$ cat src/verilog/axi_ram_pkg.sv
`default_nettype none

package axi_ram_pkg;

  localparam int DATA_W          = 32;
  localparam int STRB_W          = DATA_W / 8;
  localparam int ADDR_W          = 12;          // 4 KiB of RAM.
  localparam int WORD_W          = ADDR_W - 2;
  localparam int ID_W            = 4;
  localparam int LEN_W           = 8;
  localparam int READ_LATENCY    = 2;
  localparam int FIFO_DEPTH      = 16;
  // Room for every beat still in the RAM pipeline when issue stops.
  localparam int PROG_FULL_LEVEL = FIFO_DEPTH - ((READ_LATENCY + 1 > 3) ? READ_LATENCY + 1 : 3);
  localparam int STARTUP_CYCLES  = 8;

  typedef enum logic [1:0] {
    FIXED = 2'b00,
    INCR  = 2'b01,
    WRAP  = 2'b10
  } burst_t;

  typedef enum logic [1:0] {
    OKAY   = 2'b00,
    SLVERR = 2'b10
  } resp_t;

  typedef union packed {
    logic [ADDR_W-1:0] flat;       // Byte address for wrap math.
    struct packed {
      logic [WORD_W-1:0] word;     // RAM word index.
      logic [1:0]        offset;
    } split;
  } axi_addr_u;

  typedef struct packed {
    logic [ID_W-1:0]  id;
    axi_addr_u        addr;
    logic [LEN_W-1:0] len;
    burst_t           burst;
  } axi_cmd_t;

  typedef struct packed {
    logic [DATA_W-1:0] data;
    logic [STRB_W-1:0] strb;
    logic              last;
  } axi_w_t;

  typedef struct packed {
    logic [ID_W-1:0] id;
    resp_t           resp;
  } axi_b_t;

  typedef struct packed {
    logic [ID_W-1:0]   id;
    logic [DATA_W-1:0] data;
    resp_t             resp;
    logic              last;
  } axi_r_t;

endpackage

`default_nettype wire

$ cat src/verilog/axi_burst_addr.sv
`timescale 1ns/1ps
`default_nettype none

module axi_burst_addr import axi_ram_pkg::*; (
  input  logic      aximm,
  input  logic      arst_n,
  input  axi_cmd_t  cmd,
  input  logic      load,
  input  logic      step,
  output axi_addr_u addr,
  output logic      last
);

  axi_addr_u         cur;
  axi_addr_u         inc_word;
  axi_addr_u         nxt;
  burst_t            burst_q;
  logic [LEN_W-1:0]  len_q;
  logic [LEN_W-1:0]  beat;
  logic [ADDR_W-1:0] wrap_mask;

  assign wrap_mask = ((ADDR_W'(len_q) + 1'b1) << 2) - 1'b1;  // Window size minus one.

  always_comb begin
    inc_word              = cur;
    inc_word.split.word   = cur.split.word + 1'b1;
    inc_word.split.offset = 2'b00;
    case (burst_q)
      INCR:    nxt = inc_word;
      WRAP:    nxt.flat = (cur.flat & ~wrap_mask) | (inc_word.flat & wrap_mask);
      default: nxt = cur;
    endcase
  end

  always_ff @(posedge aximm or negedge arst_n) begin
    if (!arst_n) begin
      beat <= '0;
    end else if (load) begin
      beat <= '0;
    end else if (step) begin
      beat <= beat + 1'b1;
    end
  end

  always_ff @(posedge aximm) begin
    if (load) begin
      cur     <= cmd.addr;
      len_q   <= cmd.len;
      burst_q <= cmd.burst;
    end else if (step) begin
      cur <= nxt;
    end
  end

  assign addr = cur;
  assign last = (beat == len_q);

  wrap_len_legal: assert property (@(posedge aximm) disable iff (!arst_n)
    (load && cmd.burst == WRAP) |-> (cmd.len inside {8'd1, 8'd3, 8'd7, 8'd15}))
    else $error("WRAP burst with illegal length %0d", cmd.len + 1);

endmodule

`default_nettype wire

$ cat config.mk
export PLATFORM = sky130hd
export DESIGN_NAME = axi_burst_addr
export DESIGN_NICKNAME = d
export VERILOG_FILES = /design/src/verilog/axi_ram_pkg.sv /design/src/verilog/axi_burst_addr.sv
export SDC_FILE = /design/constraint.sdc
export NUM_CORES = 1
export LEC_CHECK = 0
export ABC_AREA = 1
export BUFFER_PORTS_ARGS = -buffer_cell sky130_fd_sc_hd__clkbuf_2
export CORE_MARGIN = 2
export CORE_UTILIZATION = 54
export DETAILED_ROUTE_END_ITERATION = 16
export HOLD_SLACK_MARGIN = 0.02
export PLACE_DENSITY = 0.79
export SYNTH_ARGS = -nofsm -noshare
export SYNTH_HDL_FRONTEND = slang
export SYNTH_SLANG_ARGS = --single-unit
$ cat constraint.sdc
create_clock -name aximm -period 2 [get_ports aximm]
set_input_delay 0.3 -clock aximm [delete_from_list [all_inputs] [get_ports aximm]]
set_output_delay 0.3 -clock aximm [all_outputs]
set_load 0.02 [all_outputs]
Yosys cells after proc, flatten, opt, wreduce, memory -nomap -nowiden
Index checks and enable logic that the tools add are counted.
{"block": "op_classes", "n_eq_ne": 3, "bitwise_logic": 4, "muxes": 5, "reduce_logical": 3, "addsub": 4}
{"operator": "12-bit bitwise AND", "count": 2}
{"operator": "12-bit two-way mux", "count": 2}
{"operator": "12-bit case mux with 2 select lines", "count": 1}
{"operator": "8-bit two-way mux", "count": 2}
{"operator": "12-bit NOT", "count": 1}
{"operator": "12-bit bitwise OR", "count": 1}
{"operator": "11-bit by 1-bit subtractor with 12-bit output (second input constant)", "count": 1}
{"operator": "10-bit by 1-bit adder with 10-bit output (second input constant)", "count": 1}
{"operator": "8-bit by 1-bit adder with 9-bit output (second input constant)", "count": 1}
{"operator": "8-bit by 1-bit adder with 8-bit output (second input constant)", "count": 1}
{"operator": "8-bit equality test", "count": 1}
{"operator": "3-bit nonzero test", "count": 1}
{"operator": "2-bit by 1-bit equality test with 1-bit output (second input constant)", "count": 1}
{"operator": "2-bit equality test (second input constant)", "count": 1}
{"operator": "2-bit AND reduction", "count": 1}
{"operator": "2-bit nonzero test", "count": 1}
{"block": "totals", "register_bits": 30, "elab_cells": 23, "output_inout_bits": 13}

Longest topological paths before layout
{"block": "logic_depth", "word_depth": 8, "mapped_depth": 12}

Worst setup path after synthesis
Ideal clock, no wire load.
{"block": "synth_path", "path_kind": "register to register", "startpoint": "reg len_q[1]", "endpoint": "reg with a tool-made name", "setup_ns": 0.289, "period_less_slack_ns": 1.739, "n_path_buf": 0, "setup_slack_ns": 0.261, "path_stages_with_launch": 11, "required_ns": 1.711, "arrival_time_ns": 1.449, "path_cell_list": "edfxtp_1 -> ha_1 -> inv_1 -> nand2_1 -> nor2_4 -> nand3_2 -> nor2_2 -> nand2_1 -> nand3_1 -> nand2_1 -> inv_1"}
{"element": "start, declared", "line": "axi_burst_addr.sv:18", "source": "logic [LEN_W-1:0] len_q;"}
{"element": "start signal, assigned", "line": "axi_burst_addr.sv:48", "source": "len_q <= cmd.len;"}

==> summary.txt <==
Clocking
  • CTS tree: done
  • H-tree levels: 2
  • CTS resizes: 0
  • Num CTS Buffers: 5
  • Clk pin slew, worst setup/hold paths: 70 ps
  • Clock Path Buffers: 2
  • Root Driver: clkbuf_8
  • Sink Count: 30
  • Skew-Pair Late Insertion Delay: 280 ps

Yosys
  • Area leader, netlist: edfxtp_1
  • Yosys reg bits: 30
  • Post-synthesis cell type count: 31
  • Post-synthesis sequential area ratio: between 40% and 50%
  • Post-synth EDFFs: 22
  • Share of the synthesized area in the top cell type: between 30% and 40%
  • Synth cell count leaders: nand2_1 (68), inv_1 (29), nor2_1 (24)
  • Post-synthesis cell count: approximately 260
  • Syn Std Cell Area: 2000 sq um
  • Mapped Nets: 288
  • Async SR Flop Fraction: 26.7%
  • Synth area leaders: edfxtp_1 (33%), nand2_1 (13%), dfrtp_1 (10%)
  • Count leader, synth: nand2_1
  • Syn_area_per_cell: between 7 and 8 sq um
  • Ys flop type: edfxtp_1
  • Yosys warning total: 0

Drt
  • Via count: 1766
  • First DRT Iteration DRCs: 135
  • Post-route DRC: 0
  • Via density per instance: 5.06
  • Post-DRT Antenna Nets: 0
  • Mean routed wirelength per cell: 11.2 microns
  • Drt pass-1 iters: 4
  • Final WL: 3.92 mm

Place
  • Placed Cells incl. Taps: 340
  • Gpl congestion: 0.791
  • DPL Wire Length: 3.04 mm
  • Port Buf Inserts: 38

Floorplan
  • Row cnt: 22
  • Core ar.: 3610 sq um
  • I/O pin total: 43
  • Initial Utilization: a little under three fifths
  • Die ar.: between 4000 and 5000 sq um
  • DIE HEIGHT: 64.8 microns
  • Die width: 64.8 microns

Power
  • Leakage Power: 1.10 nW
  • Pwr/cell area: 688 nW/um^2
  • Max VDD drop: 0.480 mV

Timing
  • Worst slew pin tran: 494 ps
  • TNS Setup: 0 ps
  • Period utilization: about nine tenths
  • RSZ-0062 raised after global routing: false
  • Max Fclk: between 500 and 600 MHz
  • Clock Skew: 7.67 ps
  • Final hold violations: 0
  • Fin. max-slew vios: 0
  • # setup viols final: 0
  • Period minus WS final: 1830 ps
  • Worst rel slew slack: 67.0%

Outcome
  • Status: finished, final reports clean

Layout
  • Non-filler instance count after layout: 349
  • Number of diodes: 0
  • Area Overhead vs Synth: 17.4%
  • Nets: ~330
  • Share of layout cells above drive strength 1: ~24%

Worst setup path
  • Worst EP required: slightly below 2000 ps
  • Type of the worst setup path: reg -> reg
  • WP data arrival: 1820 ps
  • Critical path peak fanout: 3
  • Startpoint Class: flip-flop
  • CP Capture Type: flip-flop

GRT
  • Met2 GRT Util: between 30% and 40%
  • Met1 track demand over resource: 27.5%
  • GRT Resource Usage Total: between 20% and 30%
  • First-pass GRT wire length: 6.76 mm
  • Congestion Overflow GR: 0
  • Vias in the first global route: 1600
  • Largest net degree at the start of global routing: 18
  • Met3 usage: 4.51%
  • Initial antenna violation count: 0
  • Busiest grt layer: met2

Min path
  • Hold Crit Class: in -> reg

Job
  • Number of max-cap violations: 0
[per-stage QoR]
stage	setup WS (ps)	hold WS, ps	utilization [%]	instance area (sq um)	power [W]
5_1_grt	36.7	181	65.0	2340	0.00170
6_report	166	192	65.0	2340	0.00161
3_3_place_gp	228	157	62.4	2250	0.00115
3_5_place_dp	197	156	62.4	2250	0.00115
2_1_floorplan	261	4.41	-	2000	0.00104
4_1_cts	174	183	65.0	2340	0.00163
[worst paths after layout]
check                         start          to  slack, ps  cells past startpoint
setup / recovery           len_q[0]   flip-flop        170                      8
hold / removal               cmd[1]  burst_q[1]        190                      1
setup reg to reg           len_q[0]   flip-flop        170                      8
hold reg to reg             beat[7]     beat[7]        480                      1
max in group asynchronous    arst_n     beat[6]       1420                      2
min in group asynchronous    arst_n     beat[4]        390                      2
[layer usage]
layer	up-vias	wire, microns
met5	-	0
met4	0	70
met3	7	178
met2	39	1800
met1	806	1870
li1	914	-
[what timing repair did]
action	4_1_cts	5_1_grt
endpoints found under the setup margin	0	0
endpoints found under the hold margin	8	0
hold buffers	1	0
buffers inserted	0	0
[placed cells by master, fill, tap and decap left out, types with 3 or more instances in the layout]
cell      count
xnor2_1      11
nand3_1      23
nor2_4        3
inv_1        29
ha_1          3
clkbuf_2     38
nand2_1      68
inv_2         4
nand2_2       6
dfrtp_1       8
nor2_2        5
nand4_1       4
xor2_1        3
o21ai_0       9
a21oi_1       8
o21ai_1       4
edfxtp_1     22
nor3_1        3
buf_4         4
nor2_1       24
clkbuf_8      5
[cell families (layout without fill, tap and decap cells)]
family | count (synthesis) | after routing | share of synthesized area (%)
xor+xnor | 14 | 14 | 6.14
compound gates | 25 | 25 | 6.64
fa+ha+maj | 3 | 3 | 1.88
simple gates | 143 | 143 | 34.0
buf+inv | 40 | 86 | 8.27
flops | 30 | 30 | 43.1
[worst max-delay path, cell delays in order (launching register included)]
cell and delay [ps]:
edfxtp_1 400, ha_1 350, inv_1 60, nand2_1 80, nor2_4 160, nand3_2 110
nor2_2 120, nand3_2 90, a21oi_1 160
[power breakdown]
group          switching [W]  total (W)  internal [W]
clock network       0.000229   0.000467      0.000237
logic               0.000219   0.000355      0.000136
registers          0.0000550   0.000789      0.000734
[cell type report]
| type | count | area (sq um) |
|---|---|---|
| clock buffers | 5 | 68.8 |
| clock inverters | 3 | 16.3 |
| fillers | 312 | 1260 |
| inverters | 35 | 136 |
| multi-input cells | 185 | 971 |
| flip-flops and latches | 30 | 861 |
| well taps | 48 | 60.1 |
| repair buffers | 43 | 230 |
Power figures use the tool's default switching activity.
