## config.mk

```make
export PLATFORM = sky130hd
export DESIGN_NAME = axi_read_fifo
export DESIGN_NICKNAME = d
export VERILOG_FILES = /design/src/verilog/axi_ram_pkg.sv /design/src/verilog/axi_read_fifo.sv
export SDC_FILE = /design/constraint.sdc
export NUM_CORES = 1
export LEC_CHECK = 0
export BUFFER_PORTS_ARGS = -buffer_cell sky130_fd_sc_hd__buf_4
export CORE_MARGIN = 3
export CORE_UTILIZATION = 53
export CTS_CLUSTER_DIAMETER = 150
export DETAILED_ROUTE_END_ITERATION = 8
export MAX_ROUTING_LAYER = met4
export PLACE_DENSITY = 0.7
export SYNTH_ARGS = -nofsm -noshare
export SYNTH_HDL_FRONTEND = slang
export SYNTH_SLANG_ARGS = --single-unit
export TNS_END_PERCENT = 1
```

## constraint.sdc

```tcl
create_clock -name aximm -period 6.73 [get_ports aximm]
set_clock_uncertainty 0.2 [all_clocks]
set_input_delay 0.673 -clock aximm [delete_from_list [all_inputs] [get_ports aximm]]
set_output_delay 0.673 -clock aximm [all_outputs]
set_load 0.005 [all_outputs]
```

## src/verilog/axi_ram_pkg.sv

```systemverilog
`default_nettype none

package axi_ram_pkg;

  localparam int DATA_W          = 32;
  localparam int STRB_W          = DATA_W / 8;
  localparam int ADDR_W          = 12;          // 4 KiB of RAM.
  localparam int WORD_W          = ADDR_W - 2;
  localparam int ID_W            = 4;
  localparam int LEN_W           = 8;
  localparam int READ_LATENCY    = 2;
  localparam int FIFO_DEPTH      = 16;
  // Room for every beat still in the RAM pipeline when issue stops.
  localparam int PROG_FULL_LEVEL = FIFO_DEPTH - ((READ_LATENCY + 1 > 3) ? READ_LATENCY + 1 : 3);
  localparam int STARTUP_CYCLES  = 8;

  typedef enum logic [1:0] {
    FIXED = 2'b00,
    INCR  = 2'b01,
    WRAP  = 2'b10
  } burst_t;

  typedef enum logic [1:0] {
    OKAY   = 2'b00,
    SLVERR = 2'b10
  } resp_t;

  typedef union packed {
    logic [ADDR_W-1:0] flat;       // Byte address for wrap math.
    struct packed {
      logic [WORD_W-1:0] word;     // RAM word index.
      logic [1:0]        offset;
    } split;
  } axi_addr_u;

  typedef struct packed {
    logic [ID_W-1:0]  id;
    axi_addr_u        addr;
    logic [LEN_W-1:0] len;
    burst_t           burst;
  } axi_cmd_t;

  typedef struct packed {
    logic [DATA_W-1:0] data;
    logic [STRB_W-1:0] strb;
    logic              last;
  } axi_w_t;

  typedef struct packed {
    logic [ID_W-1:0] id;
    resp_t           resp;
  } axi_b_t;

  typedef struct packed {
    logic [ID_W-1:0]   id;
    logic [DATA_W-1:0] data;
    resp_t             resp;
    logic              last;
  } axi_r_t;

endpackage

`default_nettype wire

```

## src/verilog/axi_read_fifo.sv

```systemverilog
`timescale 1ns/1ps
`default_nettype none

module axi_read_fifo import axi_ram_pkg::*; (
  input  logic   aximm,
  input  logic   arst_n,
  input  logic   push,
  input  axi_r_t din,
  output logic   prog_full,
  output axi_r_t r,
  output logic   rvalid,
  input  logic   rready
);

  axi_r_t                          buffer [FIFO_DEPTH];
  logic [$clog2(FIFO_DEPTH)-1:0]   wr_ptr;
  logic [$clog2(FIFO_DEPTH)-1:0]   rd_ptr;
  logic [$clog2(FIFO_DEPTH+1)-1:0] count;
  logic                            pop;
  logic                            full;

  assign full      = (count == FIFO_DEPTH);
  assign prog_full = (count >= PROG_FULL_LEVEL);
  assign pop       = (count != '0) && (!rvalid || rready);  // Output stage free or draining.

  always_ff @(posedge aximm or negedge arst_n) begin
    if (!arst_n) begin
      wr_ptr <= '0;
      rd_ptr <= '0;
      count  <= '0;
      rvalid <= 1'b0;
    end else begin
      if (push) wr_ptr <= wr_ptr + 1'b1;
      if (pop) rd_ptr <= rd_ptr + 1'b1;
      case ({push, pop})
        2'b10:   count <= count + 1'b1;
        2'b01:   count <= count - 1'b1;
        default: count <= count;
      endcase
      if (pop) rvalid <= 1'b1;
      else if (rready) rvalid <= 1'b0;
    end
  end

  always_ff @(posedge aximm) begin
    if (push) buffer[wr_ptr] <= din;
    if (pop) r <= buffer[rd_ptr];
  end

  // Holds only if ctrl respects prog_full.
  no_overflow: assert property (@(posedge aximm) disable iff (!arst_n)
    push |-> !full)
    else $error("read FIFO overflow");

endmodule

`default_nettype wire

```

* Word-level counts from Yosys, hierarchy flattened
Memories as Yosys holds them, arrays and structs flattened. A register that Yosys moved wholly into a read port is not among the register bits. Cells that the tools add are included.
Cells by class: add/subtract/negate cells 4, magnitude comparators 1, eq/ne operators 2, multiplexer cells 5, reductions and logical operators 6
Operator list (number):
- $pmux 5 s2 | 1
- $add 4x1->4 const B | 2
- $add 5x1->5 const B | 1
- $ge 5x4->1 const B | 1
- $reduce_bool 5->1 | 1
- $sub 5x1->5 const B | 1
- $mux 1 | 4
- $reduce_bool 2->1 | 2
- $eq 2x1->1 const B | 1
- $eq 2x2->1 const B | 1
- $logic_and 1x1->1 | 1
- $logic_not 1->1 | 1
- $logic_or 1x1->1 | 1
Word-level totals: flip-flop bits (word level) 14, memory bits (writable) 624, input bits 43, output and inout bits 41, memories kept 1
Memory list:
- buffer | depth 16, width 39, read ports 1, clocked after memory_dff 1, write ports 1, line axi_read_fifo.sv:15 | axi_r_t buffer [FIFO_DEPTH];

* Logic depth before layout (Yosys ltp)
Gate-level depths: netlist (run 1).
depth in word-level cells 5, mapped depth 11

* Worst setup path before layout (run 1)
No wires, ideal clock.
kind input-to-reg, start point input port rready, end point register count[4], arrival 4.450 ns, path slack 2.000 ns, stages 10, cell sequence nor2b_1 -> a21oi_1 -> ha_1 -> buf_2 -> xor2_1 -> ha_1 -> o21ai_0 -> a21o_1 -> a32oi_1 -> xnor2_1
Between the ends: cells in the longest elaborated chain, start to end 4, elaborated cells on any way between the ends 6
Ends and longest elaborated chain:
- start, declared | line axi_read_fifo.sv:12 | input logic rready
- $logic_or 1x1->1 (*) | line axi_read_fifo.sv:24 | assign pop = (count != '0) && (!rvalid || rready);
- $logic_and 1x1->1 (*) | line axi_read_fifo.sv:24
- named net pop | line axi_read_fifo.sv:19 | logic pop;
- $eq 2x1->1 or $eq 2x2->1 (tied branches) | line axi_read_fifo.sv:35 | case ({push, pop})
- $pmux 5 s2 or $reduce_bool 2->1 (tied branches)
- end signal, assigned | line axi_read_fifo.sv:36 | 2'b10: count <= count + 1'b1;
- end signal, assigned | line axi_read_fifo.sv:37 | 2'b01: count <= count - 1'b1;
- end signal, assigned | line axi_read_fifo.sv:38 | default: count <= count;
- end, declared | line axi_read_fifo.sv:18 | logic [$clog2(FIFO_DEPTH+1)-1:0] count;
Mark *: on every way through the listed nets, which the timed path passes. The rest lies on a longest branch. A chain may end at the register's enable or synchronous reset.

* Worst setup path in the final report (run 1)
start point register count[2], end point register count[4]
Between the ends: cells in the longest elaborated chain, start to end 4, elaborated cells on any way between the ends 8
Ends and longest elaborated chain (line):
- $reduce_bool 5->1 (*) | axi_read_fifo.sv:24
- $logic_and 1x1->1 (*) | axi_read_fifo.sv:24
- named net pop | axi_read_fifo.sv:19
- $eq 2x1->1 or $eq 2x2->1 (tied branches) | axi_read_fifo.sv:35
- $pmux 5 s2 or $reduce_bool 2->1 (tied branches)
Marked as above.

==> flow_metrics.tcl, run 1 <==
set metrics [dict create \
    ys_seq_area_frac 0.796 \
    gp_congestion 0.725 \
    critPathLaunch "count[2]$_DFFE_PN0P_" \
    yosys_warnings 0 \
    cp.required_ns 7.05 \
    viasPerCell 6.21 \
    max_freq_mhz 294 \
    mostFrequentLayoutCells "edfxtp_1 (663), mux4_2 (156), buf_4 (106)" \
    die_area_um2 50700 \
    synthCells 1096 \
    synth_fp_nets 1148 \
    final_layout_size_suffix_gt1_frac 0.305 \
    timing.rr.start "count[2]$_DFFE_PN0P_" \
    track_usage 0.221 \
    netlist_area_um2 25400 \
    ys_ff_latch 677 \
    root_buffer "clkbuf_16" \
    hp-class "in2reg" \
    dp_hpwl_um 25000 \
    p_leak_uw 0.00941 \
    slew_viol_final 0 \
    final_hold_viol_count 0 \
    die_x_um 225 \
    tightest_slew_ns 1.12 \
    rsz0062_at_grt "no" \
    worstHoldStart "push" \
    clk_pin_slew_worst_paths_ns 0.06 \
    grt_pass1_vias 12118 \
    ff_latch_area_um2 20300 \
    clock-sinks 677 \
    drt_iter0_drc 1319 \
    slew_headroom 0.254 \
    clk_latency_ns 0.59 \
    drc 0 \
    cts_tree "yes" \
    fin_crit_ns 3.40 \
    die_h_um 225 \
    cp_top_family "adder cells" \
    cp_num_buf_inv 1 \
    multi_input_area_um2 4900 \
    worst_setup_path_end_kind "register" \
    drtAntennaViolNets 0 \
    portBuffers 83 \
    crit_type "reg2reg" \
    grt_first_pass_wirelength_um 78300 \
    critPathMaxStageDelay_ns 0.69 \
    clk_path_buf_depth 3 \
    power_density_nw_per_um2 423 \
    coreArea_um2 47000 \
    finalCritPeriodShare 0.505 \
    num_rows 79 \
    vias 11658 \
    ys_types 36 \
    crit_slowest_cell "buf_4" \
    fin_setup_tns_ns 0 \
    status "complete, no violations" \
    wire_per_inst_um 28.1 \
    ir_drop_v 0.000342 \
    ctsHtreeMaxLevel 3 \
    io_pins 84 \
    wl_um 52800 \
    cts_buffers 69 \
    antenna_found_initial 1 \
    initial_core_util 0.542 \
    drt-pass1-iter-count 5 \
    arrival_ns 3.72 \
    crit_top_cell "ha_1" \
    syn_area_per_cell_um2 23.2 \
    layout_commonest_cell "edfxtp_1" \
    fillCellCount 3116 \
    path_cells "nor3_1 > a21oi_4 > buf_4 > ha_1 > xor2_1 > ha_1 > o21ai_0 > a21o_1 > a32oi_1 > xnor2_1" \
    maxCapViolations 0 \
    final-setup-viol-count 0 \
    p_total_uw 12300 \
    globalRouteOverflowTotal 0 \
    syn_to_final_growth_pct 14.0 \
    start_kind "register" \
    fin_nets 1270 \
    crit_fanout 45 \
    grt_max_degree 88 \
]
Yosys cell counts (all sizes together):
| cell type | count | area share |
|---|---|---|
| a2111oi | 1 | 0.00034 |
| a21o | 1 | 0.00030 |
| a21oi | 3 | 0.00059 |
| a22oi | 78 | 0.023 |
| a31oi | 1 | 0.00025 |
| a32o | 1 | 0.00039 |
| a32oi | 1 | 0.00034 |
| and2 | 10 | 0.0025 |
| and3 | 5 | 0.0012 |
| and4 | 1 | 0.00034 |
| buf | 31 | 0.0091 |
| clkbuf | 27 | 0.0040 |
| dfrtp | 14 | 0.014 |
| edfxtp | 663 | 0.78 |
| ha | 9 | 0.0044 |
| inv | 5 | 0.00074 |
| mux2 | 2 | 0.00089 |
| mux2i | 1 | 0.00039 |
| mux4 | 156 | 0.14 |
| nand2 | 47 | 0.0069 |
| nand2b | 2 | 0.00049 |
| nand3 | 1 | 0.00020 |
| nand3b | 2 | 0.00059 |
| nand4 | 2 | 0.00049 |
| nor2 | 8 | 0.0012 |
| nor2b | 3 | 0.00074 |
| nor3 | 4 | 0.00079 |
| nor3b | 1 | 0.00030 |
| o21ai | 3 | 0.00059 |
| o21bai | 1 | 0.00030 |
| o41ai | 1 | 0.00034 |
| xnor2 | 8 | 0.0028 |
| xor2 | 3 | 0.0010 |
report_power, final:
group / internal, uW / switching [uW] / total [uW]
registers: 5270 / 339 / 5610
logic: 1400 / 1520 / 2920
clock network: 2200 / 1530 / 3730
total: 8870 / 3390 / 12300
area by class of cell:
class	instances	area share
Antenna cell	1	0.0000863
Clock buffer	80	0.0624
Clock inverter	43	0.0137
Inverter	5	0.000647
Multi-Input combinational cell	356	0.169
Sequential cell	677	0.699
Tap cell	607	0.0262
Timing Repair Buffer	109	0.0292
per-layer routing:
layer,GRT usage,share of wire
met4,0.0529,0.015
met3,0.0418,0.082
met5,-,0
met2,0.343,0.49
met1,0.311,0.41
flip-flops by register name, summed over array words and instances (netlist names):
signal and flops:
rd_ptr 4, count 5, r 39, buffer 624, wr_ptr 4, rvalid 1
path summary, 6_finish.rpt:
path,to,slack [ns],cells after the start
min reg2reg,count[4]$_DFFE_PN0P_,0.30,1
min in group asynchronous,wr_ptr[0]$_DFFE_PN0P_,0.29,2
min,wr_ptr[0]$_DFFE_PN0P_,0.15,2
max reg2reg,count[4]$_DFFE_PN0P_,3.33,10
max,count[4]$_DFFE_PN0P_,3.33,10
max in group asynchronous,rd_ptr[1]$_DFFE_PN0P_,5.80,2
logic make-up after synthesis:
logic type	Yosys count	share of synthesized area
AOI/OAI and AO/OA	91	0.0265
xor gates and xnor gates	11	0.00379
adders and majority gates	9	0.00443
buffers and inverters	63	0.0139
DFF	677	0.796
muxes	159	0.139
and+or+nand+nor	86	0.0157
through the flow:
step | area (um^2) | hold WS (ns) | util | std cells | worst slack, ns
finish | 29000 | 0.148 | 0.618 | 1878 | 3.33
global route | 29000 | 0.145 | 0.618 | 1878 | 3.16
CTS | 29000 | 0.110 | 0.618 | 1877 | 3.31
detailed placement | 26800 | 0.284 | 0.570 | 1753 | 3.21
global placement | 26800 | 0.283 | 0.570 | 1753 | 3.30
floorplan | 25400 | 0.177 | - | 1096 | 2.00
what timing repair did:
| item | 4_1_cts | 5_1_grt |
|---|---|---|
| resized for setup | 0 | 0 |
| hold endpoints to repair | 14 | 0 |
| buffers inserted | 0 | 0 |
| hold buffers | 1 | 0 |
Note: power is estimated with default switching activity, not from simulation.
==> inputs of run 2 (changes only) <==
ABC_AREA = 1   (was not set)
PLACE_DENSITY = 0.72   (was 0.7)
clock period = 2.9 ns   (was 6.73 ns; I/O delays follow)
==> flow_metrics.tcl, run 2 <==
set metrics [dict create \
    status "complete, no violations" \
    critPathMaxStageDelay_ns 0.42 \
    grt_max_degree 160 \
    crit_fanout 6 \
    wl_um 61900 \
    whs_ns 0.331 \
    dp_hpwl_um 31600 \
    final-setup-viol-count 0 \
    root_buffer "clkbuf_16" \
    synth_fp_nets 2176 \
    drtAntennaViolNets 0 \
    slew_viol_final 0 \
    synth_top_cell_by_area "edfxtp_1" \
    ys_seq_area_frac 0.750 \
    track_usage 0.240 \
    clk_latency_ns 0.60 \
    globalRouteOverflowTotal 0 \
    largest_register "buffer" \
    finalCritPeriodShare 0.848 \
    max_freq_mhz 407 \
    p_total_uw 30600 \
    synth_flop_cell "edfxtp_1" \
    cp.required_ns 3.17 \
    postCtsHoldBufs 43 \
    postCtsSetupBuffers 0 \
    worst_setup_path_end_kind "register" \
    final_hold_viol_count 0 \
    synth_area_leaders "edfxtp_1 (74%), nor2_1 (5.8%), nand3_1 (4.5%)" \
    worst_slack_ns 0.441 \
    coreArea_um2 50300 \
    clock-sinks 677 \
    drt_iter0_drc 1785 \
    antenna_found_initial 2 \
    grt_first_pass_wirelength_um 95100 \
    cts_tree "yes" \
    netlist.area_leader.share 0.738 \
    yosys_warnings 0 \
    fin_setup_tns_ns 0 \
    grt_use_met3 0.0388 \
    grt_pass1_vias 16491 \
    synth_edf_count 663 \
    path_cells "nor2_1 > nand3_1 > nand2_1 > inv_2 > ha_1 > nand2_1 > inv_1 > nor2_1 > ha_1 > inv_1 > nand2_1 > nand3_1 > nand2_1 > nand2_1 > nand3_1 > nand2_1" \
    maxCapViolations 0 \
    netlist_area_um2 27000 \
    synth_top_cells_by_count "edfxtp_1 (663), nor2_1 (420), nand3_1 (241)" \
    cp_num_buf_inv 3 \
    syn_area_per_cell_um2 12.7 \
    crit_type "reg2reg" \
    multi_input_area_um2 5680 \
    largest_reg_flops 624 \
    ys_ff_latch 677 \
    die_h_um 232 \
    layout_commonest_cell "edfxtp_1" \
    synthCells 2124 \
    portBuffers 83 \
    ff_latch_area_um2 20300 \
    num_rows 82 \
    hp-class "in2reg" \
    clk_path_buf_depth 3 \
    clk_pin_slew_worst_paths_ns 0.06 \
    tightest_slew_ns 0.867 \
    fillCellCount 3730 \
    rsz0062_at_grt "no" \
    p_leak_uw 0.0110 \
    drt-pass1-iter-count 6 \
    ir_drop_v 0.00110 \
    gp_congestion 0.793 \
    synth.most_common_cell "edfxtp_1" \
    async_flop_share 0.0207 \
    io_pins 84 \
    dpl_worst_slack_ns 0.507 \
    start_kind "register" \
    wire_per_inst_um 20.8 \
    die_x_um 232 \
    slew_headroom 0.422 \
    ctsResizeCount 0 \
    grt_util_met2 0.380 \
    postLayoutCoreUtil 0.619 \
    fin_crit_ns 2.46 \
    cts_buffers 69 \
    vias 16859 \
    final_layout_size_suffix_gt1_frac 0.109 \
    drc 0 \
    power_density_nw_per_um2 985 \
    viasPerCell 5.67 \
    mostFrequentLayoutCells "edfxtp_1 (663), nor2_1 (404), nand3_1 (241)" \
    fin_nets 2299 \
    syn_to_final_growth_pct 15.2 \
    grt-busiest-layer "met2" \
    crit_top_cell "nand2_1" \
    cp_top_family "simple AND/OR/NAND/NOR gates" \
    crit_slowest_cell "dfrtp_1" \
    die_area_um2 53700 \
    arrival_ns 2.73 \
    ctsHtreeMaxLevel 3 \
    ys_types 22 \
    grt.met1_usage 0.321 \
    reg_top3 "buffer: 624 flops, r: 39 flops, count: 5 flops" \
    initial_core_util 0.537 \
]
-- run 2: cell types whose count changed in the layout (fill, tap and decap cells not counted), sizes merged, moves of 42 or more --
cell	before	now
o211ai	0	102
mux4	156	0
dlygate4sd3	1	43
nand3	1	241
nand2	47	177
a22oi	78	0
o21ai	3	215
inv	11	133
nor2	8	420
-- run 2: worst paths after layout --
| path | end | start | cells after the start | slack [ns] |
|---|---|---|---|---|
| min in group asynchronous | rd_ptr[2]$_DFFE_PN0P_ | arst_n | 3 | 0.67 |
| min | wr_ptr[0]$_DFFE_PN0P_ | push | 3 | 0.33 |
| max | count[4]$_DFFE_PN0P_ | count[1]$_DFFE_PN0P_ | 16 | 0.44 |
| min reg2reg | rvalid$_DFFE_PN0P_ | rvalid$_DFFE_PN0P_ | 2 | 0.34 |
| max reg2reg | count[4]$_DFFE_PN0P_ | count[1]$_DFFE_PN0P_ | 16 | 0.44 |
| max in group asynchronous | rd_ptr[0]$_DFFE_PN0P_ | arst_n | 3 | 1.28 |
-- run 2: layout make-up --
class                   count  area share
inverters                 131      0.0161
well taps                 672      0.0270
clock buffers              94      0.0599
clock inverters            31     0.00877
multi-input cells        1187       0.183
diodes                      2    0.000161
flip-flops and latches    677       0.652
repair buffers            181      0.0536
-- run 2: cell families after synthesis --
| kind of cell | share of synthesized area |
|---|---|
| flip-flops | 0.750 |
| adder cells (fa/ha/maj) | 0.00417 |
| XOR/XNOR | 0.00260 |
| AND/OR/NAND/NOR | 0.128 |
| AO/OA/AOI/OAI | 0.0708 |
| buffers and inverters | 0.0437 |
-- run 2: layer usage --
metal | routed length (um) | share of wire
met5 | 0 | 0
met3 | 4840 | 0.078
met1 | 25200 | 0.41
met4 | 1530 | 0.025
met2 | 30300 | 0.49
-- run 2: worst reg2reg max path: cells and delay by family, from the launching register on --
kind,cells,cell delay (ns)
simple gates,11,1.15
flops,1,0.42
fa+ha+maj,2,0.44
buf+inv,3,0.14
-- run 2: where the power goes --
| part | switching [uW] | total [uW] | internal, uW |
|---|---|---|---|
| sequential | 421 | 12700 | 12300 |
| combinational | 6420 | 9510 | 3090 |
| clock | 3560 | 8440 | 4880 |
| total | 10400 | 30600 | 20200 |
-- run 2: per-stage QoR --
stage	std cells	instance area (um^2)
CTS	2973	31100
detailed placement	2805	28500
global placement	2805	28500
finish	2975	31100
floorplan	2124	27000
global route	2975	31100
==> inputs of run 3 (changes only) <==
PLACE_DENSITY = 0.7   (was 0.72)
clock period = 2.3 ns   (was 2.9 ns; I/O delays follow)
==> flow_metrics.tcl, run 3 (synthesis results as in run 2) <==
set metrics [dict create \
    crit_type "reg2reg" \
    start_kind "register" \
    io_pins 84 \
    die_x_um 232 \
    coreArea_um2 50300 \
    drc 0 \
    final-setup-viol-count 0 \
    status "complete, no violations" \
    num_rows 82 \
    p_total_uw 39300 \
    maxCapViolations 0 \
    clock-sinks 677 \
    clk_latency_ns 0.59 \
    grt_first_pass_wirelength_um 95200 \
    viasPerCell 5.66 \
    gp_congestion 0.799 \
    antenna_found_initial 0 \
    mostFrequentLayoutCells "edfxtp_1 (663), nor2_1 (400), nand3_1 (239)" \
    tightest_slew_ns 0.793 \
    cts_buffers 67 \
    final_cell_area_um2 31600 \
    root_buffer "clkbuf_16" \
    grt_pass1_vias 16652 \
    largest_register "buffer" \
    whs_ns 0.267 \
    clk_pin_slew_worst_paths_ns 0.05 \
    max_freq_mhz 440 \
    final_hold_viol_count 0 \
    vias 16903 \
    syn_to_final_growth_pct 17.1 \
    wire_per_inst_um 20.7 \
    drt-pass1-iter-count 5 \
    drt_iter0_drc 1678 \
    finalCritPeriodShare 0.989 \
    crit_fanout 6 \
    diodes 0 \
    final_layout_size_suffix_gt1_frac 0.125 \
    portBuffers 83 \
    dp_hpwl_um 32200 \
    rsz0062_at_grt "yes" \
    dpl_cell_area_um2 29000 \
    fin_crit_ns 2.27 \
    layout_commonest_cell "edfxtp_1" \
    drtAntennaViolNets 0 \
    track_usage 0.239 \
    slew_viol_final 0 \
    p_leak_uw 0.0112 \
    worst_setup_path_end_kind "register" \
    die_area_um2 53700 \
    wl_um 61800 \
    hp-class "in2reg" \
    fin_nets 2318 \
    cts_tree "yes" \
    postLayoutCoreUtil 0.629 \
    power_density_nw_per_um2 1240 \
    ctsHtreeMaxLevel 3 \
    cp.required_ns 2.58 \
    clk_path_buf_depth 3 \
    grt_max_degree 96 \
    slew_headroom 0.470 \
    ir_drop_v 0.000803 \
    initial_core_util 0.537 \
    largest_reg_flops 624 \
    globalRouteOverflowTotal 0 \
    reg_top3 "buffer: 624 flops, r: 39 flops, count: 5 flops" \
    die_h_um 232 \
    arrival_ns 2.55 \
]
==> run 3: changes by cell type in the layout (fill, tap and decap cells not counted), sizes merged <==
| cell | before | now |
|---|---|---|
| buf | 138 | 159 |
| clkbuf | 94 | 79 |
| clkinv | 24 | 32 |
| clkinvlp | 1 | 2 |
| diode | 2 | 0 |
| inv | 133 | 132 |
==> run 3: through the flow <==
stage / setup TNS (ns) / std cells / worst slack [ns]
global placement: 0 / 2821 / 0.0934
floorplan: -67.41 / 2124 / -0.500
finish: 0 / 2987 / 0.0258
CTS: 0 / 2983 / 0.00446
global route: -0.259 / 2987 / -0.133
detailed placement: 0 / 2821 / 0.00162
==> run 3: worst paths after layout <==
kind / startpoint / end / slack [ns] / cells after the start
setup / recovery: count[3]$_DFFE_PN0P_ / count[4]$_DFFE_PN0P_ / 0.03 / 16
setup reg to reg: count[3]$_DFFE_PN0P_ / count[4]$_DFFE_PN0P_ / 0.03 / 16
max in group asynchronous: arst_n / rd_ptr[0]$_DFFE_PN0P_ / 0.70 / 3
min in group asynchronous: arst_n / wr_ptr[1]$_DFFE_PN0P_ / 0.62 / 3
hold / removal: rready / rvalid$_DFFE_PN0P_ / 0.27 / 5
hold reg to reg: rvalid$_DFFE_PN0P_ / rvalid$_DFFE_PN0P_ / 0.34 / 2
==> run 3: final cells by class <==
cell class / instances / area (um^2)
clock inverter: 39 / 310
inverter: 131 / 509
tap: 672 / 841
clock buffer: 79 / 1760
sequential: 677 / 20300
fill: 3638 / 18700
multi-input combinational: 1187 / 5740
timing repair buffer: 202 / 2170
==> run 3: what timing repair did <==
| action | 4_1_cts | 5_1_grt |
|---|---|---|
| gates cloned | 0 | 0 |
| hold buffers | 43 | 0 |
| buffers inserted | 1 | 4 |
| pin swaps | 0 | 12 |
| setup endpoints to repair | 1 | 4 |
| resized for setup | 0 | 17 |
| hold endpoints to repair | 643 | 0 |
==> run 3: metal layers <==
metal	track usage	up-vias	routed length, um
met5	-	-	0
met4	0.0904	0	1940
met3	0.0422	143	4330
met2	0.378	624	30100
met1	0.313	8300	25300
li1	-	7836	-
==> run 3: critical path: stages, from the launching register on <==
cell,delay [ns]
dfrtp_1,0.40
nor2_2,0.13
nand3_2,0.09
nand2_2,0.11
clkinvlp_4,0.13
ha_4,0.21
nand2_2,0.07
inv_2,0.05
nor2_4,0.10
ha_2,0.17
inv_2,0.04
nand2_4,0.06
nand3_2,0.08
nand2_1,0.08
nand2_1,0.05
nand3_1,0.09
nand2_1,0.07
==> run 3: power breakdown <==
part / leakage [uW] / internal [uW] / switching [uW]
registers: 0.00619 / 15400 / 534
clock network: 0.00102 / 5940 / 4450
logic: 0.00396 / 4550 / 8430
total: 0.0112 / 25900 / 13400
