===== config.mk =====
export PLATFORM = sky130hd
export DESIGN_NAME = axi_ram_ctrl
export DESIGN_NICKNAME = d
export VERILOG_FILES = /design/src/verilog/axi_ram_pkg.sv /design/src/verilog/axi_ram_ctrl.sv
export SDC_FILE = /design/constraint.sdc
export NUM_CORES = 1
export LEC_CHECK = 0
export BUFFER_PORTS_ARGS = -buffer_cell sky130_fd_sc_hd__buf_2
export CORE_MARGIN = 2
export CORE_UTILIZATION = 31
export DETAILED_ROUTE_END_ITERATION = 8
export PLACE_DENSITY = 0.74
export REMOVE_ABC_BUFFERS = 1
export SLEW_MARGIN = 20
export SYNTH_ARGS = -nofsm -noshare
export SYNTH_HDL_FRONTEND = slang
export SYNTH_SLANG_ARGS = --single-unit

===== constraint.sdc =====
create_clock -name aximm -period 1.7 [get_ports aximm]
set_clock_uncertainty 0.1 [all_clocks]
set_input_delay 0.085 -clock aximm [delete_from_list [all_inputs] [get_ports aximm]]
set_output_delay 0.085 -clock aximm [all_outputs]
set_load 0.005 [all_outputs]

===== src/verilog/axi_ram_pkg.sv =====
`default_nettype none

package axi_ram_pkg;

  localparam int DATA_W          = 32;
  localparam int STRB_W          = DATA_W / 8;
  localparam int ADDR_W          = 12;          // 4 KiB of RAM.
  localparam int WORD_W          = ADDR_W - 2;
  localparam int ID_W            = 4;
  localparam int LEN_W           = 8;
  localparam int READ_LATENCY    = 2;
  localparam int FIFO_DEPTH      = 16;
  // Room for every beat still in the RAM pipeline when issue stops.
  localparam int PROG_FULL_LEVEL = FIFO_DEPTH - ((READ_LATENCY + 1 > 3) ? READ_LATENCY + 1 : 3);
  localparam int STARTUP_CYCLES  = 8;

  typedef enum logic [1:0] {
    FIXED = 2'b00,
    INCR  = 2'b01,
    WRAP  = 2'b10
  } burst_t;

  typedef enum logic [1:0] {
    OKAY   = 2'b00,
    SLVERR = 2'b10
  } resp_t;

  typedef union packed {
    logic [ADDR_W-1:0] flat;       // Byte address for wrap math.
    struct packed {
      logic [WORD_W-1:0] word;     // RAM word index.
      logic [1:0]        offset;
    } split;
  } axi_addr_u;

  typedef struct packed {
    logic [ID_W-1:0]  id;
    axi_addr_u        addr;
    logic [LEN_W-1:0] len;
    burst_t           burst;
  } axi_cmd_t;

  typedef struct packed {
    logic [DATA_W-1:0] data;
    logic [STRB_W-1:0] strb;
    logic              last;
  } axi_w_t;

  typedef struct packed {
    logic [ID_W-1:0] id;
    resp_t           resp;
  } axi_b_t;

  typedef struct packed {
    logic [ID_W-1:0]   id;
    logic [DATA_W-1:0] data;
    resp_t             resp;
    logic              last;
  } axi_r_t;

endpackage

`default_nettype wire


===== src/verilog/axi_ram_ctrl.sv =====
`timescale 1ns/1ps
`default_nettype none

module axi_ram_ctrl import axi_ram_pkg::*; (
  input  logic            aximm,
  input  logic            arst_n,
  input  axi_cmd_t        aw,
  input  logic            awvalid,
  output logic            awready,
  input  axi_cmd_t        ar,
  input  logic            arvalid,
  output logic            arready,
  input  logic            wlast,
  input  logic            wvalid,
  output logic            wready,
  output axi_b_t          b,
  output logic            bvalid,
  input  logic            bready,
  output logic            wr_load,
  output logic            wr_step,
  input  logic            wr_last,
  output logic            rd_load,
  output logic            rd_step,
  input  logic            rd_last,
  output logic [ID_W-1:0] rd_id,
  input  logic            prog_full
);

  typedef enum logic [1:0] {
    IDLE,
    WRITE,
    READ
  } state_t;

  state_t                              state;
  logic [$clog2(STARTUP_CYCLES+1)-1:0] startup_cnt;
  logic                                started;
  logic                                wr_held;
  logic                                rd_held;
  logic [READ_LATENCY-1:0]             rd_tail;    // Last read still in the RAM pipe.
  logic [ID_W-1:0]                     b_id;

  assign started = (startup_cnt == STARTUP_CYCLES);
  assign awready = started && !wr_held;
  assign arready = started && !rd_held && (rd_tail == '0);
  assign wr_load = awvalid && awready;
  assign rd_load = arvalid && arready;
  assign wready  = (state == WRITE) && !bvalid;
  assign wr_step = wvalid && wready;
  assign rd_step = (state == READ) && !prog_full;
  assign b.id    = b_id;
  assign b.resp  = OKAY;

  always_ff @(posedge aximm or negedge arst_n) begin
    if (!arst_n) begin
      startup_cnt <= '0;
      wr_held     <= 1'b0;
      rd_held     <= 1'b0;
      rd_tail     <= '0;
      bvalid      <= 1'b0;
    end else begin
      if (!started) startup_cnt <= startup_cnt + 1'b1;
      if (wr_load) wr_held <= 1'b1;
      else if (bvalid && bready) wr_held <= 1'b0;
      if (rd_load) rd_held <= 1'b1;
      else if (rd_step && rd_last) rd_held <= 1'b0;
      rd_tail <= (rd_step && rd_last) ? '1 : rd_tail >> 1;
      if (wr_step && wr_last) bvalid <= 1'b1;
      else if (bready) bvalid <= 1'b0;
    end
  end

  always_ff @(posedge aximm) begin
    if (wr_load) b_id <= aw.id;
    if (rd_load) rd_id <= ar.id;
  end

  // Writes win when both commands are held.
  always_ff @(posedge aximm or negedge arst_n) begin
    if (!arst_n) begin
      state <= IDLE;
    end else begin
      case (state)
        IDLE: begin
          if (wr_held) state <= WRITE;
          else if (rd_held) state <= READ;
        end
        WRITE: if (bvalid && bready) state <= rd_held ? READ : IDLE;
        READ: if (rd_step && rd_last) state <= wr_held ? WRITE : IDLE;
        default: state <= IDLE;
      endcase
    end
  end

  wlast_matches_len: assert property (@(posedge aximm) disable iff (!arst_n)
    wr_step |-> (wlast == wr_last))
    else $error("wlast does not agree with the AWLEN beat count");

endmodule

`default_nettype wire


* Word level (Yosys, flattened, before mapping)
Cells that the tools add are included.
** Cells by class
- Add/sub/neg operators :: 1
- Eq/ne operators :: 6
- Muxes and demuxes :: 14
- Reductions and logical operators :: 21
** Operators with widths (number)
- two-way mux 2 bit :: 6
- logical AND 1 bit :: 11
- two-way mux 1 bit :: 7
- case mux 2 bit (3 select lines) :: 1
- nonzero test 2 bit :: 3
- adder 4 x 1 -> 4 bit (second input constant) :: 1
- equality test 4 bit (second input constant) :: 1
- zero test 1 bit :: 4
- zero test 2 bit :: 2
- inequality test 2 x 1 -> 1 bit (second input constant) :: 2
- inequality test 3 bit (second input constant) :: 1
- AND reduction 3 bit :: 1
- equality test 2 x 1 -> 1 bit (second input constant) :: 1
- equality test 2 bit (second input constant) :: 1
** Word-level totals
- Register bits after elaboration :: 19
- Bits of input ports :: 62
- Output and inout port bits :: 18
- Word-level logic and storage cells :: 50

* Logic depth before layout (Yosys ltp)
Gate-level depths: netlist (run 1).
- Word-level depth :: 5
- Depth in mapped cells :: 5
- Mapped depth without buffers :: 5

* Worst setup path before layout (run 1)
OpenSTA, ideal clock, no wires.
- Kind :: reg2reg
- From :: reg startup_cnt[0]
- To :: reg rd_id[0], enable pin
- Library setup time :: 0.344 ns
- Arrival time :: 1.388 ns
- Data required time :: 1.256 ns
- Setup slack :: -0.133 ns
- Stages on the path, launching flop included :: 6
- Buffers on the path :: 0
- Clock period less this slack :: 1.833 ns
- Cells stage by stage :: dfrtp_1 > inv_1 > ha_1 > nand3b_4 > or3_4 > nor2_1
** Between the ends
- Word-level cells in the longest chain between the ends :: 4
** RTL lines
- from (decl) :: line axi_ram_ctrl.sv:36 : logic [$clog2(STARTUP_CYCLES+1)-1:0] startup_cnt;
- from (signal assigned) :: line axi_ram_ctrl.sv:62 : if (!started) startup_cnt <= startup_cnt + 1'b1;
- equality test 4 bit :: line axi_ram_ctrl.sv:43 : assign started = (startup_cnt == STARTUP_CYCLES);
- logical AND 1 bit (2 in a row) :: line axi_ram_ctrl.sv:45 : assign arready = started && !rd_held && (rd_tail == '0);
- logical AND 1 bit :: line axi_ram_ctrl.sv:47 : assign rd_load = arvalid && arready;
- named net rd_load :: line axi_ram_ctrl.sv:22 : output logic rd_load,
- to (signal assigned) :: line axi_ram_ctrl.sv:75 : if (rd_load) rd_id <= ar.id;
- to (decl) :: line axi_ram_ctrl.sv:25 : output logic [ID_W-1:0] rd_id,
The timed path passes the listed nets, and every way through them passes these cells.
A chain may end at the register's enable or synchronous reset.

* Final worst setup path (run 1)
- From :: reg startup_cnt[1]
- To :: out rd_load
** Between the ends
- Word-level cells in the longest chain between the ends :: 4
** RTL lines (line)
- equality test 4 bit :: axi_ram_ctrl.sv:43
- logical AND 1 bit (2 in a row) :: axi_ram_ctrl.sv:45
- logical AND 1 bit :: axi_ram_ctrl.sv:47
- to (decl) :: axi_ram_ctrl.sv:22
Every way passes these cells.

==> impl_metrics.env, run 1 <==
export IMPL_run_status="complete, but fails checks"
export IMPL_violated_checks="setup timing"
export IMPL_drt_first_pass_iters=5
export IMPL_min_period_ns=1.87
export IMPL_placeableCoreArea_um2=2450
export IMPL_gp_congestion=0.642
export IMPL_port_buffer_count=32
export IMPL_count_of_placed_standard_cells_including_taps=130
export IMPL_routing_layer_with_the_top_usage_in_global_route="met2"
export IMPL_globalRouteMet3Util=0.0246
export IMPL_routed_via_count=702
export IMPL_finish_net_count=190
export IMPL_report_final_setup_viol=8
export IMPL_tritoncts_num_buffers=3
export IMPL_number_of_warning_messages_in_the_yosys_log=0
export IMPL_cts_tree="built"
export IMPL_avgSynthCellArea_um2=13.1
export IMPL_floorplan_die_height_um=54.8
export IMPL_finalHoldWorstSlack_ns=0.0720
export IMPL_number_of_distinct_standard_cells_referenced_by_the_synthesized_netlist=27
export IMPL_drive_above_1_share=0.504
export IMPL_syn_instance_count=61
export IMPL_cts_root_buf="sky130_fd_sc_hd__clkbuf_4"
export IMPL_final_critical_path_setup_slack_ns=-0.172
export IMPL_boundaryPins=80
export IMPL_seq_area_frac_synth=0.644
export IMPL_total_leakage_power_uw=0.000641
export IMPL_worst_r2r_setup_slack_ns=-0.15
export IMPL_p_per_area_nw_per_um2=1020
export IMPL_met1_layer_usage_reported_by_global_route=0.136
export IMPL_grt_pass1_vias=678
export IMPL_critical_path_arrival_ns=1.69
export IMPL_synth_seq_cells=19
export IMPL_grt_max_degree=12
export IMPL_worst_setup_hold_path_clk_slew_ns=0.10
export IMPL_timing_max_transition_violations_final=0
export IMPL_global_route_wire_length_before_repair_mm=2.72
export IMPL_routed_wirelength_mm=1.82
export IMPL_worstSetupPathType="register to primary output"
export IMPL_synth_top_cells_by_area="sky130_fd_sc_hd__dfrtp_1 (34%), sky130_fd_sc_hd__edfxtp_1 (30%), sky130_fd_sc_hd__ha_1 (3.1%), sky130_fd_sc_hd__nand3b_4 (2.5%), sky130_fd_sc_hd__inv_1 (2.3%)"
export IMPL_layout_commonest_cell="sky130_fd_sc_hd__buf_2"
export IMPL_fillerInstances=226
export IMPL_achievable_frequency_ghz=0.534
export IMPL_worstPathCellList="inv_2 -> ha_4 -> nand3b_4 -> or3_4 -> nor2_2 -> buf_4 -> buf_2"
export IMPL_ctsLongestPathBuffers=2
export IMPL_routed_wire_length_per_instance_um=11.7
export IMPL_grtUsageMet2=0.256
export IMPL_floorplan_rows=18
export IMPL_gr_usage_all_layers=0.133
export IMPL_preCtsSetupSlack_ns=0.00548
export IMPL_die_outline_width_um=54.8
export IMPL_layoutNonFillerInstCount=155
export IMPL_layout_cells_most_common_list="sky130_fd_sc_hd__buf_2 (31), sky130_fd_sc_hd__dlygate4sd3_1 (14), sky130_fd_sc_hd__buf_4 (11)"
export IMPL_post_route_period_util=1.10
export IMPL_antenna_cells_inserted=0
export IMPL_via_per_inst=4.53
export IMPL_source_of_the_worst_register_to_register_timing_path="startup_cnt[1]"
export IMPL_dpl_hpwl_mm=1.15
export IMPL_clock_insertion_delay_worst_skew_ns=0.29
export IMPL_yosys_area_top_type_share=0.344
export IMPL_clock_sink_count=19
export IMPL_hold_path_class="input pin to async pin"
export IMPL_drcViolationCount=0
export IMPL_globalRouteOverflowTotal=0
export IMPL_vdd_drop_max_uv=742
export IMPL_netlist_top_cell_by_area="sky130_fd_sc_hd__dfrtp_1"
export IMPL_worst_path_max_fanout=2
export IMPL_drtIter0Drc=5
export IMPL_drv_max_cap_violation_count=0
export IMPL_grt_setup_unrepaired="yes"
export IMPL_number_of_antenna_violations_at_the_first_check_in_global_routing=0
export IMPL_cp_capture_type="primary output"
export IMPL_start_util=0.326
export IMPL_cp_data_required_time_ns=1.51
export IMPL_die_area_um2=3010
export IMPL_utilization=0.536
export IMPL_crit_path_top_delay_cell="sky130_fd_sc_hd__dfrtp_1"
export IMPL_rr_endpoint="rd_id[3]"
export IMPL_worst_path_largest_cell_delay_ns=0.41
export IMPL_htree_num_levels=1
export IMPL_hold_viol=0
export IMPL_area_growth_syn_to_layout_pct=64.4
export IMPL_setup_worst_path_start_class="register"
export IMPL_antenna_left=0
export IMPL_timing_reg2reg_worst_path_depth=8
export IMPL_netlist_area_um2=801
-- kinds of logic after synthesis --
group	after synthesis	synth area share
simple gates	22	0.186
flops	19	0.644
compound gates	7	0.0594
buf+inv	7	0.0422
xor+xnor	3	0.0328
fa+ha+maj	2	0.0312
other cells	1	0.00468
-- critical path: cells and delay by family, from the launching register on --
family / cells / cell delay [ns]
and+or+nand+nor: 3 / 0.53
DFF: 1 / 0.41
buffers and inverters: 3 / 0.30
adders and majority gates: 1 / 0.14
-- worst max-delay path by stage --
stage / start / cells past startpoint / endpoint
finish: startup_cnt[1] / 7 / rd_load
global route: startup_cnt[1] / 7 / rd_load
CTS: startup_cnt[1] / 7 / arready
detailed placement: startup_cnt[1] / 6 / rd_id[2]
global placement: startup_cnt[0] / 6 / rd_id[2]
floorplan: startup_cnt[0] / 5 / rd_id[0]
-- flip-flops by register name, summed over array words and instances (netlist names) --
register     cells
startup_cnt      4
rd_held          1
rd_id            4
rd_tail          2
state            2
b_id             4
bvalid           1
wr_held          1
-- through the flow --
step,TNS [ns],instance area (um2),power [uW]
detailed placement,0,1050,1000
global placement,0,1050,985
finish,-1.05,1320,1350
floorplan,-0.530,790,820
global route,-1.54,1320,1420
CTS,-0.882,1310,1330
-- repair_timing --
action                     4_1_cts  5_1_grt
gates resized for setup         13        3
pin swaps                        3        0
setup buffers                    7        0
setup endpoints to repair        8       13
hold buffers                    14        0
hold endpoints to repair        23        0
-- report_power, final --
part	switching, uW	internal [uW]
Combinational	177	292
Clock	136	91.3
Sequential	81.2	569
-- area by class of cell --
class	count	area (um2)	share of cell area
flip-flops and latches	19	517	0.393
repair buffers	61	434	0.330
multi-input cells	36	283	0.215
well taps	30	37.5	0.0285
clock buffers	4	26.3	0.0200
inverters	5	18.8	0.0143
-- cell usage after synthesis (all sizes together) --
master / instances
a21oi: 1
a22o: 1
a32o: 1
and2: 2
and4bb: 1
buf: 2
conb: 1
dfrtp: 11
edfxtp: 8
ha: 2
inv: 5
nand2: 5
nand2b: 2
nand3: 1
nand3b: 1
nand4: 1
nand4bb: 1
nor2: 3
nor2b: 1
nor3: 1
nor3b: 2
o21ai: 4
or3: 1
xnor2: 2
xor2: 1
-- layer usage --
metal,vias up,wire [um]
li1,335,-
met5,-,0
met4,0,25
met2,28,1040
met1,335,655
met3,4,97
Power figures use the tool's default switching activity.
==> run 2: changes to the inputs <==
--- a/config.mk
+++ b/config.mk
@@ -7,9 +7,9 @@
 export LEC_CHECK = 0
 export BUFFER_PORTS_ARGS = -buffer_cell sky130_fd_sc_hd__buf_2
 export CORE_MARGIN = 2
-export CORE_UTILIZATION = 31
+export CORE_UTILIZATION = 34
 export DETAILED_ROUTE_END_ITERATION = 8
-export PLACE_DENSITY = 0.74
+export PLACE_DENSITY = 0.77
 export REMOVE_ABC_BUFFERS = 1
 export SLEW_MARGIN = 20
 export SYNTH_ARGS = -nofsm -noshare
==> constraint.sdc (replaced) <==
create_clock -name aximm -period 1.8 [get_ports aximm]
set_clock_uncertainty 0.1 [all_clocks]
set_input_delay 0.09 -clock aximm [delete_from_list [all_inputs] [get_ports aximm]]
set_output_delay 0.09 -clock aximm [all_outputs]
set_load 0.005 [all_outputs]
==> impl_metrics.env, run 2 (synthesized netlist as in run 1, its figures left out) <==
export IMPL_tritoncts_num_buffers=3
export IMPL_sw_frac_of_total=0.307
export IMPL_count_of_placed_standard_cells_including_taps=124
export IMPL_global_route_wire_length_before_repair_mm=3.24
export IMPL_power_internal_uw=874
export IMPL_floorplan_die_height_um=52.5
export IMPL_start_util=0.362
export IMPL_total_leakage_power_uw=0.000659
export IMPL_via_per_inst=4.69
export IMPL_port_buffer_count=32
export IMPL_placeableCoreArea_um2=2210
export IMPL_worstSetupPathType="register to primary output"
export IMPL_ctsLongestPathBuffers=2
export IMPL_largestRegisters="b_id x4, rd_id x4, startup_cnt x4"
export IMPL_boundaryPins=80
export IMPL_vdd_drop_max_uv=565
export IMPL_grt_setup_unrepaired="yes"
export IMPL_area_growth_syn_to_layout_pct=67.7
export IMPL_routed_via_count=741
export IMPL_worst_path_max_fanout=2
export IMPL_number_of_antenna_violations_at_the_first_check_in_global_routing=0
export IMPL_cts_tree="built"
export IMPL_die_area_um2=2760
export IMPL_drt_first_pass_iters=4
export IMPL_routed_wirelength_mm=2.08
export IMPL_drtIter0Drc=14
export IMPL_htree_num_levels=1
export IMPL_worst_r2r_setup_slack_ns=-0.09
export IMPL_antenna_cells_inserted=0
export IMPL_achievable_frequency_ghz=0.529
export IMPL_drcViolationCount=0
export IMPL_pwr_share_clk=0.180
export IMPL_drv_max_cap_violation_count=0
export IMPL_die_outline_width_um=52.5
export IMPL_utilization=0.607
export IMPL_post_route_period_util=1.05
export IMPL_globalRouteOverflowTotal=0
export IMPL_routed_wire_length_per_instance_um=13.2
export IMPL_p_per_area_nw_per_um2=940
export IMPL_sequentialPowerShare=0.488
export IMPL_min_period_ns=1.89
export IMPL_combPwrFrac=0.332
export IMPL_net_switching_power_uw=388
export IMPL_clock_insertion_delay_worst_skew_ns=0.31
export IMPL_gr_usage_all_layers=0.171
export IMPL_worst_setup_hold_path_clk_slew_ns=0.11
export IMPL_hold_viol=0
export IMPL_layout_commonest_cell="sky130_fd_sc_hd__buf_2"
export IMPL_critical_path_arrival_ns=1.70
export IMPL_grt_max_degree=12
export IMPL_run_status="complete, but fails checks"
export IMPL_dpl_hpwl_mm=1.17
export IMPL_clock_sink_count=19
export IMPL_report_final_setup_viol=3
export IMPL_antenna_left=0
export IMPL_grt_pass1_vias=753
export IMPL_final_critical_path_setup_slack_ns=-0.0912
export IMPL_layoutNonFillerInstCount=158
export IMPL_setup_worst_path_start_class="register"
export IMPL_finish_net_count=195
export IMPL_cp_data_required_time_ns=1.61
export IMPL_cts_root_buf="sky130_fd_sc_hd__clkbuf_4"
export IMPL_hold_path_class="input pin to async pin"
export IMPL_layout_cells_most_common_list="sky130_fd_sc_hd__buf_2 (31), sky130_fd_sc_hd__buf_4 (19), sky130_fd_sc_hd__dlygate4sd3_1 (14)"
export IMPL_drive_above_1_share=0.523
export IMPL_floorplan_rows=17
export IMPL_timing_max_transition_violations_final=0
export IMPL_violated_checks="setup timing"
export IMPL_cp_capture_type="primary output"
export IMPL_gp_congestion=0.718
## run 2: changes by cell type in the layout (fill, tap and decap cells not counted), sizes merged
cell,previous run,this run
buf,47,52
## run 2: power by group through the flow
| stage | Clock (uW) | Combinational, uW | Sequential [uW] |
|---|---|---|---|
| 5_1_grt | 248 | 462 | 628 |
| 3_5_place_dp | 0 | 332 | 616 |
| 2_1_floorplan | 0 | 172 | 602 |
| 4_1_cts | 217 | 402 | 607 |
| 6_report | 227 | 418 | 616 |
| 3_3_place_gp | 0 | 320 | 610 |
## run 2: per-stage QoR
stage	worst slack [ns]	hold WS, ns	total power, uW	cell area (um2)	TNS (ns)
detailed placement	0.0766	-0.127	948	1010	0
floorplan	-0.0326	-0.306	774	790	-0.130
finish	-0.0912	0.0626	1260	1340	-0.230
CTS	-0.0748	0.0635	1230	1300	-0.138
global route	-0.137	0.0847	1340	1340	-0.396
global placement	0.0812	-0.134	930	1010	0
## run 2: worst paths after layout
path                             endpoint  depth (start not counted)      startpoint
max                               arready                          7  startup_cnt[1]
min                        startup_cnt[1]                          2          arst_n
max reg2reg                startup_cnt[1]                         11  startup_cnt[1]
min reg2reg                    rd_tail[0]                          1      rd_tail[1]
max in group asynchronous         rd_held                          2          arst_n
min in group aximm             rd_tail[1]                          3         rd_last
## run 2: what timing repair did
item,4_1_cts,5_1_grt
buffers inserted,14,2
gates resized for setup,6,8
pin swaps,3,2
hold buffers,14,0
endpoints found under the setup margin,3,13
endpoints found under the hold margin,23,0
## run 2: area by class of cell
type                       instances  area (um2)
fill                             174         870
inverter                           5        18.8
multi-input combinational         36         287
clock buffer                       4        26.3
timing repair buffer              66         460
sequential                        19         515
tap                               28        35.0
## run 2: worst max-delay path, stage by stage, from the launching register on
cell and delay, ns:
sky130_fd_sc_hd__dfrtp_1 0.43, sky130_fd_sc_hd__inv_2 0.09, sky130_fd_sc_hd__ha_4 0.14, sky130_fd_sc_hd__nand3b_4 0.08, sky130_fd_sc_hd__or3_4 0.35, sky130_fd_sc_hd__buf_6 0.13
sky130_fd_sc_hd__nor2_2 0.07, sky130_fd_sc_hd__buf_2 0.12
## run 2: routing by layer
layer,share of wire,track usage,vias to the layer above
li1,-,-,342
met1,0.37,0.175,356
met2,0.53,0.300,37
met3,0.070,0.0371,6
met4,0.035,0.128,0
met5,0,0,-
==> run 3: changes to the inputs <==
--- a/config.mk
+++ b/config.mk
@@ -11,6 +11,7 @@
 export DETAILED_ROUTE_END_ITERATION = 8
 export PLACE_DENSITY = 0.77
 export REMOVE_ABC_BUFFERS = 1
+export SKIP_LAST_GASP = 1
 export SLEW_MARGIN = 20
 export SYNTH_ARGS = -nofsm -noshare
 export SYNTH_HDL_FRONTEND = slang
==> impl_metrics.env, run 3 (synthesized netlist as in run 1, its figures left out) <==
export IMPL_routed_via_count=741
export IMPL_crit_path_top_delay_cell="sky130_fd_sc_hd__dfrtp_1"
export IMPL_antenna_cells_inserted=0
export IMPL_finalPower_uw=1260
export IMPL_top_delay_family_on_crit_path="simple AND/OR/NAND/NOR gates"
export IMPL_drcViolationCount=0
export IMPL_via_per_inst=4.66
export IMPL_hold_path_class="input pin to async pin"
export IMPL_hold_viol=0
export IMPL_routed_wirelength_mm=2.08
export IMPL_drive_above_1_share=0.527
export IMPL_final_critical_path_setup_slack_ns=-0.0933
export IMPL_floorplan_die_height_um=52.5
export IMPL_gr_usage_all_layers=0.170
export IMPL_achievable_frequency_ghz=0.528
export IMPL_worst_setup_hold_path_clk_slew_ns=0.11
export IMPL_placeableCoreArea_um2=2210
export IMPL_htree_num_levels=1
export IMPL_grt_pass1_vias=747
export IMPL_die_outline_width_um=52.5
export IMPL_boundaryPins=80
export IMPL_p_per_area_nw_per_um2=937
export IMPL_layout_cells_most_common_list="sky130_fd_sc_hd__buf_2 (32), sky130_fd_sc_hd__buf_4 (20), sky130_fd_sc_hd__dlygate4sd3_1 (14)"
export IMPL_preCtsSetupSlack_ns=0.0766
export IMPL_critical_path_arrival_ns=1.70
export IMPL_number_of_antenna_violations_at_the_first_check_in_global_routing=0
export IMPL_worst_path_largest_cell_delay_ns=0.43
export IMPL_worst_path_max_fanout=2
export IMPL_antenna_left=0
export IMPL_post_route_period_util=1.05
export IMPL_setup_worst_path_start_class="register"
export IMPL_port_buffer_count=32
export IMPL_run_status="complete, but fails checks"
export IMPL_cp_capture_type="primary output"
export IMPL_drt_first_pass_iters=4
export IMPL_largestRegisters="b_id x4, rd_id x4, startup_cnt x4"
export IMPL_dpl_hpwl_mm=1.17
export IMPL_report_final_setup_viol=3
export IMPL_worstPathCellList="inv_2 -> ha_4 -> nand3b_4 -> or3_4 -> buf_6 -> nor2_2 -> buf_2"
export IMPL_vdd_drop_max_uv=572
export IMPL_clock_insertion_delay_worst_skew_ns=0.31
export IMPL_cts_tree="built"
export IMPL_ctsLongestPathBuffers=2
export IMPL_gp_congestion=0.718
export IMPL_cp_data_required_time_ns=1.61
export IMPL_die_area_um2=2760
export IMPL_count_of_placed_standard_cells_including_taps=124
export IMPL_worst_path_buf_inv=3
export IMPL_violated_checks="setup timing"
export IMPL_min_period_ns=1.89
export IMPL_start_util=0.362
export IMPL_area_growth_syn_to_layout_pct=67.8
export IMPL_layout_commonest_cell="sky130_fd_sc_hd__buf_2"
export IMPL_globalRouteOverflowTotal=0
export IMPL_grt_setup_unrepaired="yes"
export IMPL_cts_root_buf="sky130_fd_sc_hd__clkbuf_4"
export IMPL_drv_max_cap_violation_count=0
export IMPL_tritoncts_num_buffers=3
export IMPL_routed_wire_length_per_instance_um=13.1
export IMPL_layoutNonFillerInstCount=159
export IMPL_clock_sink_count=19
export IMPL_floorplan_rows=17
export IMPL_worstSetupPathType="register to primary output"
export IMPL_total_leakage_power_uw=0.000664
export IMPL_global_route_wire_length_before_repair_mm=3.22
export IMPL_grt_max_degree=12
export IMPL_drtIter0Drc=11
export IMPL_finish_net_count=196
export IMPL_timing_max_transition_violations_final=0
==> run 3: changes by cell type in the layout (fill, tap and decap cells not counted) <==
| cell | change |
|---|---|
| sky130_fd_sc_hd__buf_2 | +1 |
| sky130_fd_sc_hd__buf_4 | +1 |
| sky130_fd_sc_hd__buf_6 | -1 |
==> run 3: metal layers <==
| metal | up-vias | GRT usage | wire [um] |
|---|---|---|---|
| met2 | 37 | 0.296 | 1080 |
| met1 | 354 | 0.175 | 768 |
| met5 | - | 0 | 0 |
| met3 | 6 | 0.0400 | 155 |
| li1 | 344 | - | - |
| met4 | 0 | 0.128 | 72 |
==> run 3: area by class of cell <==
| class | count | area, um2 |
|---|---|---|
| clock buffer | 4 | 26.3 |
| tap | 28 | 35.0 |
| multi-input combinational | 36 | 287 |
| sequential | 19 | 515 |
| fill | 175 | 868 |
| inverter | 5 | 18.8 |
| timing repair buffer | 67 | 462 |
==> run 3: stage by stage <==
stage	area (um2)	TNS (ns)	hold slack, ns	util
2_1_floorplan	790	-0.130	-0.306	-
3_5_place_dp	1010	0	-0.127	0.459
6_report	1340	-0.242	0.0626	0.607
4_1_cts	1290	-0.150	0.0635	0.585
3_3_place_gp	1010	0	-0.134	0.459
5_1_grt	1340	-0.368	0.0847	0.607
==> run 3: path summary, 6_finish.rpt <==
| kind | startpoint | end | slack [ns] | depth (start not counted) |
|---|---|---|---|---|
| worst max-delay path | startup_cnt[1] | arready | -0.09 | 7 |
| worst min-delay path | arst_n | startup_cnt[1] | 0.06 | 2 |
| worst max register to register | startup_cnt[1] | startup_cnt[1] | -0.09 | 11 |
| worst min register to register | rd_tail[1] | rd_tail[0] | 0.37 | 1 |
| max in group asynchronous | arst_n | rd_held | 1.33 | 2 |
| min in group aximm | rd_last | rd_tail[1] | 0.07 | 3 |
==> run 3: worst register-to-register path, stage by stage, from the launching register on <==
cell and delay, ns:
sky130_fd_sc_hd__dfrtp_1 0.41, sky130_fd_sc_hd__inv_2 0.07, sky130_fd_sc_hd__buf_4 0.13, sky130_fd_sc_hd__buf_4 0.12, sky130_fd_sc_hd__buf_4 0.12, sky130_fd_sc_hd__buf_4 0.13, sky130_fd_sc_hd__buf_4 0.13, sky130_fd_sc_hd__buf_4 0.12
sky130_fd_sc_hd__buf_4 0.12, sky130_fd_sc_hd__buf_4 0.12, sky130_fd_sc_hd__buf_4 0.13, sky130_fd_sc_hd__o21ai_2 0.13
==> run 3: what timing repair did <==
item,4_1_cts,5_1_grt
setup endpoints to repair,3,13
endpoints found under the hold margin,23,0
pin swaps,3,2
hold buffers,14,0
setup buffers,14,3
gates resized for setup,5,8
==> run 3: where the power goes <==
part | internal, uW | leakage [uW] | switching (uW) | total, uW
Combinational | 249 | 0.000439 | 167 | 416
Sequential | 536 | 0.000210 | 79.9 | 616
Clock | 86.6 | 0.0000150 | 140 | 227
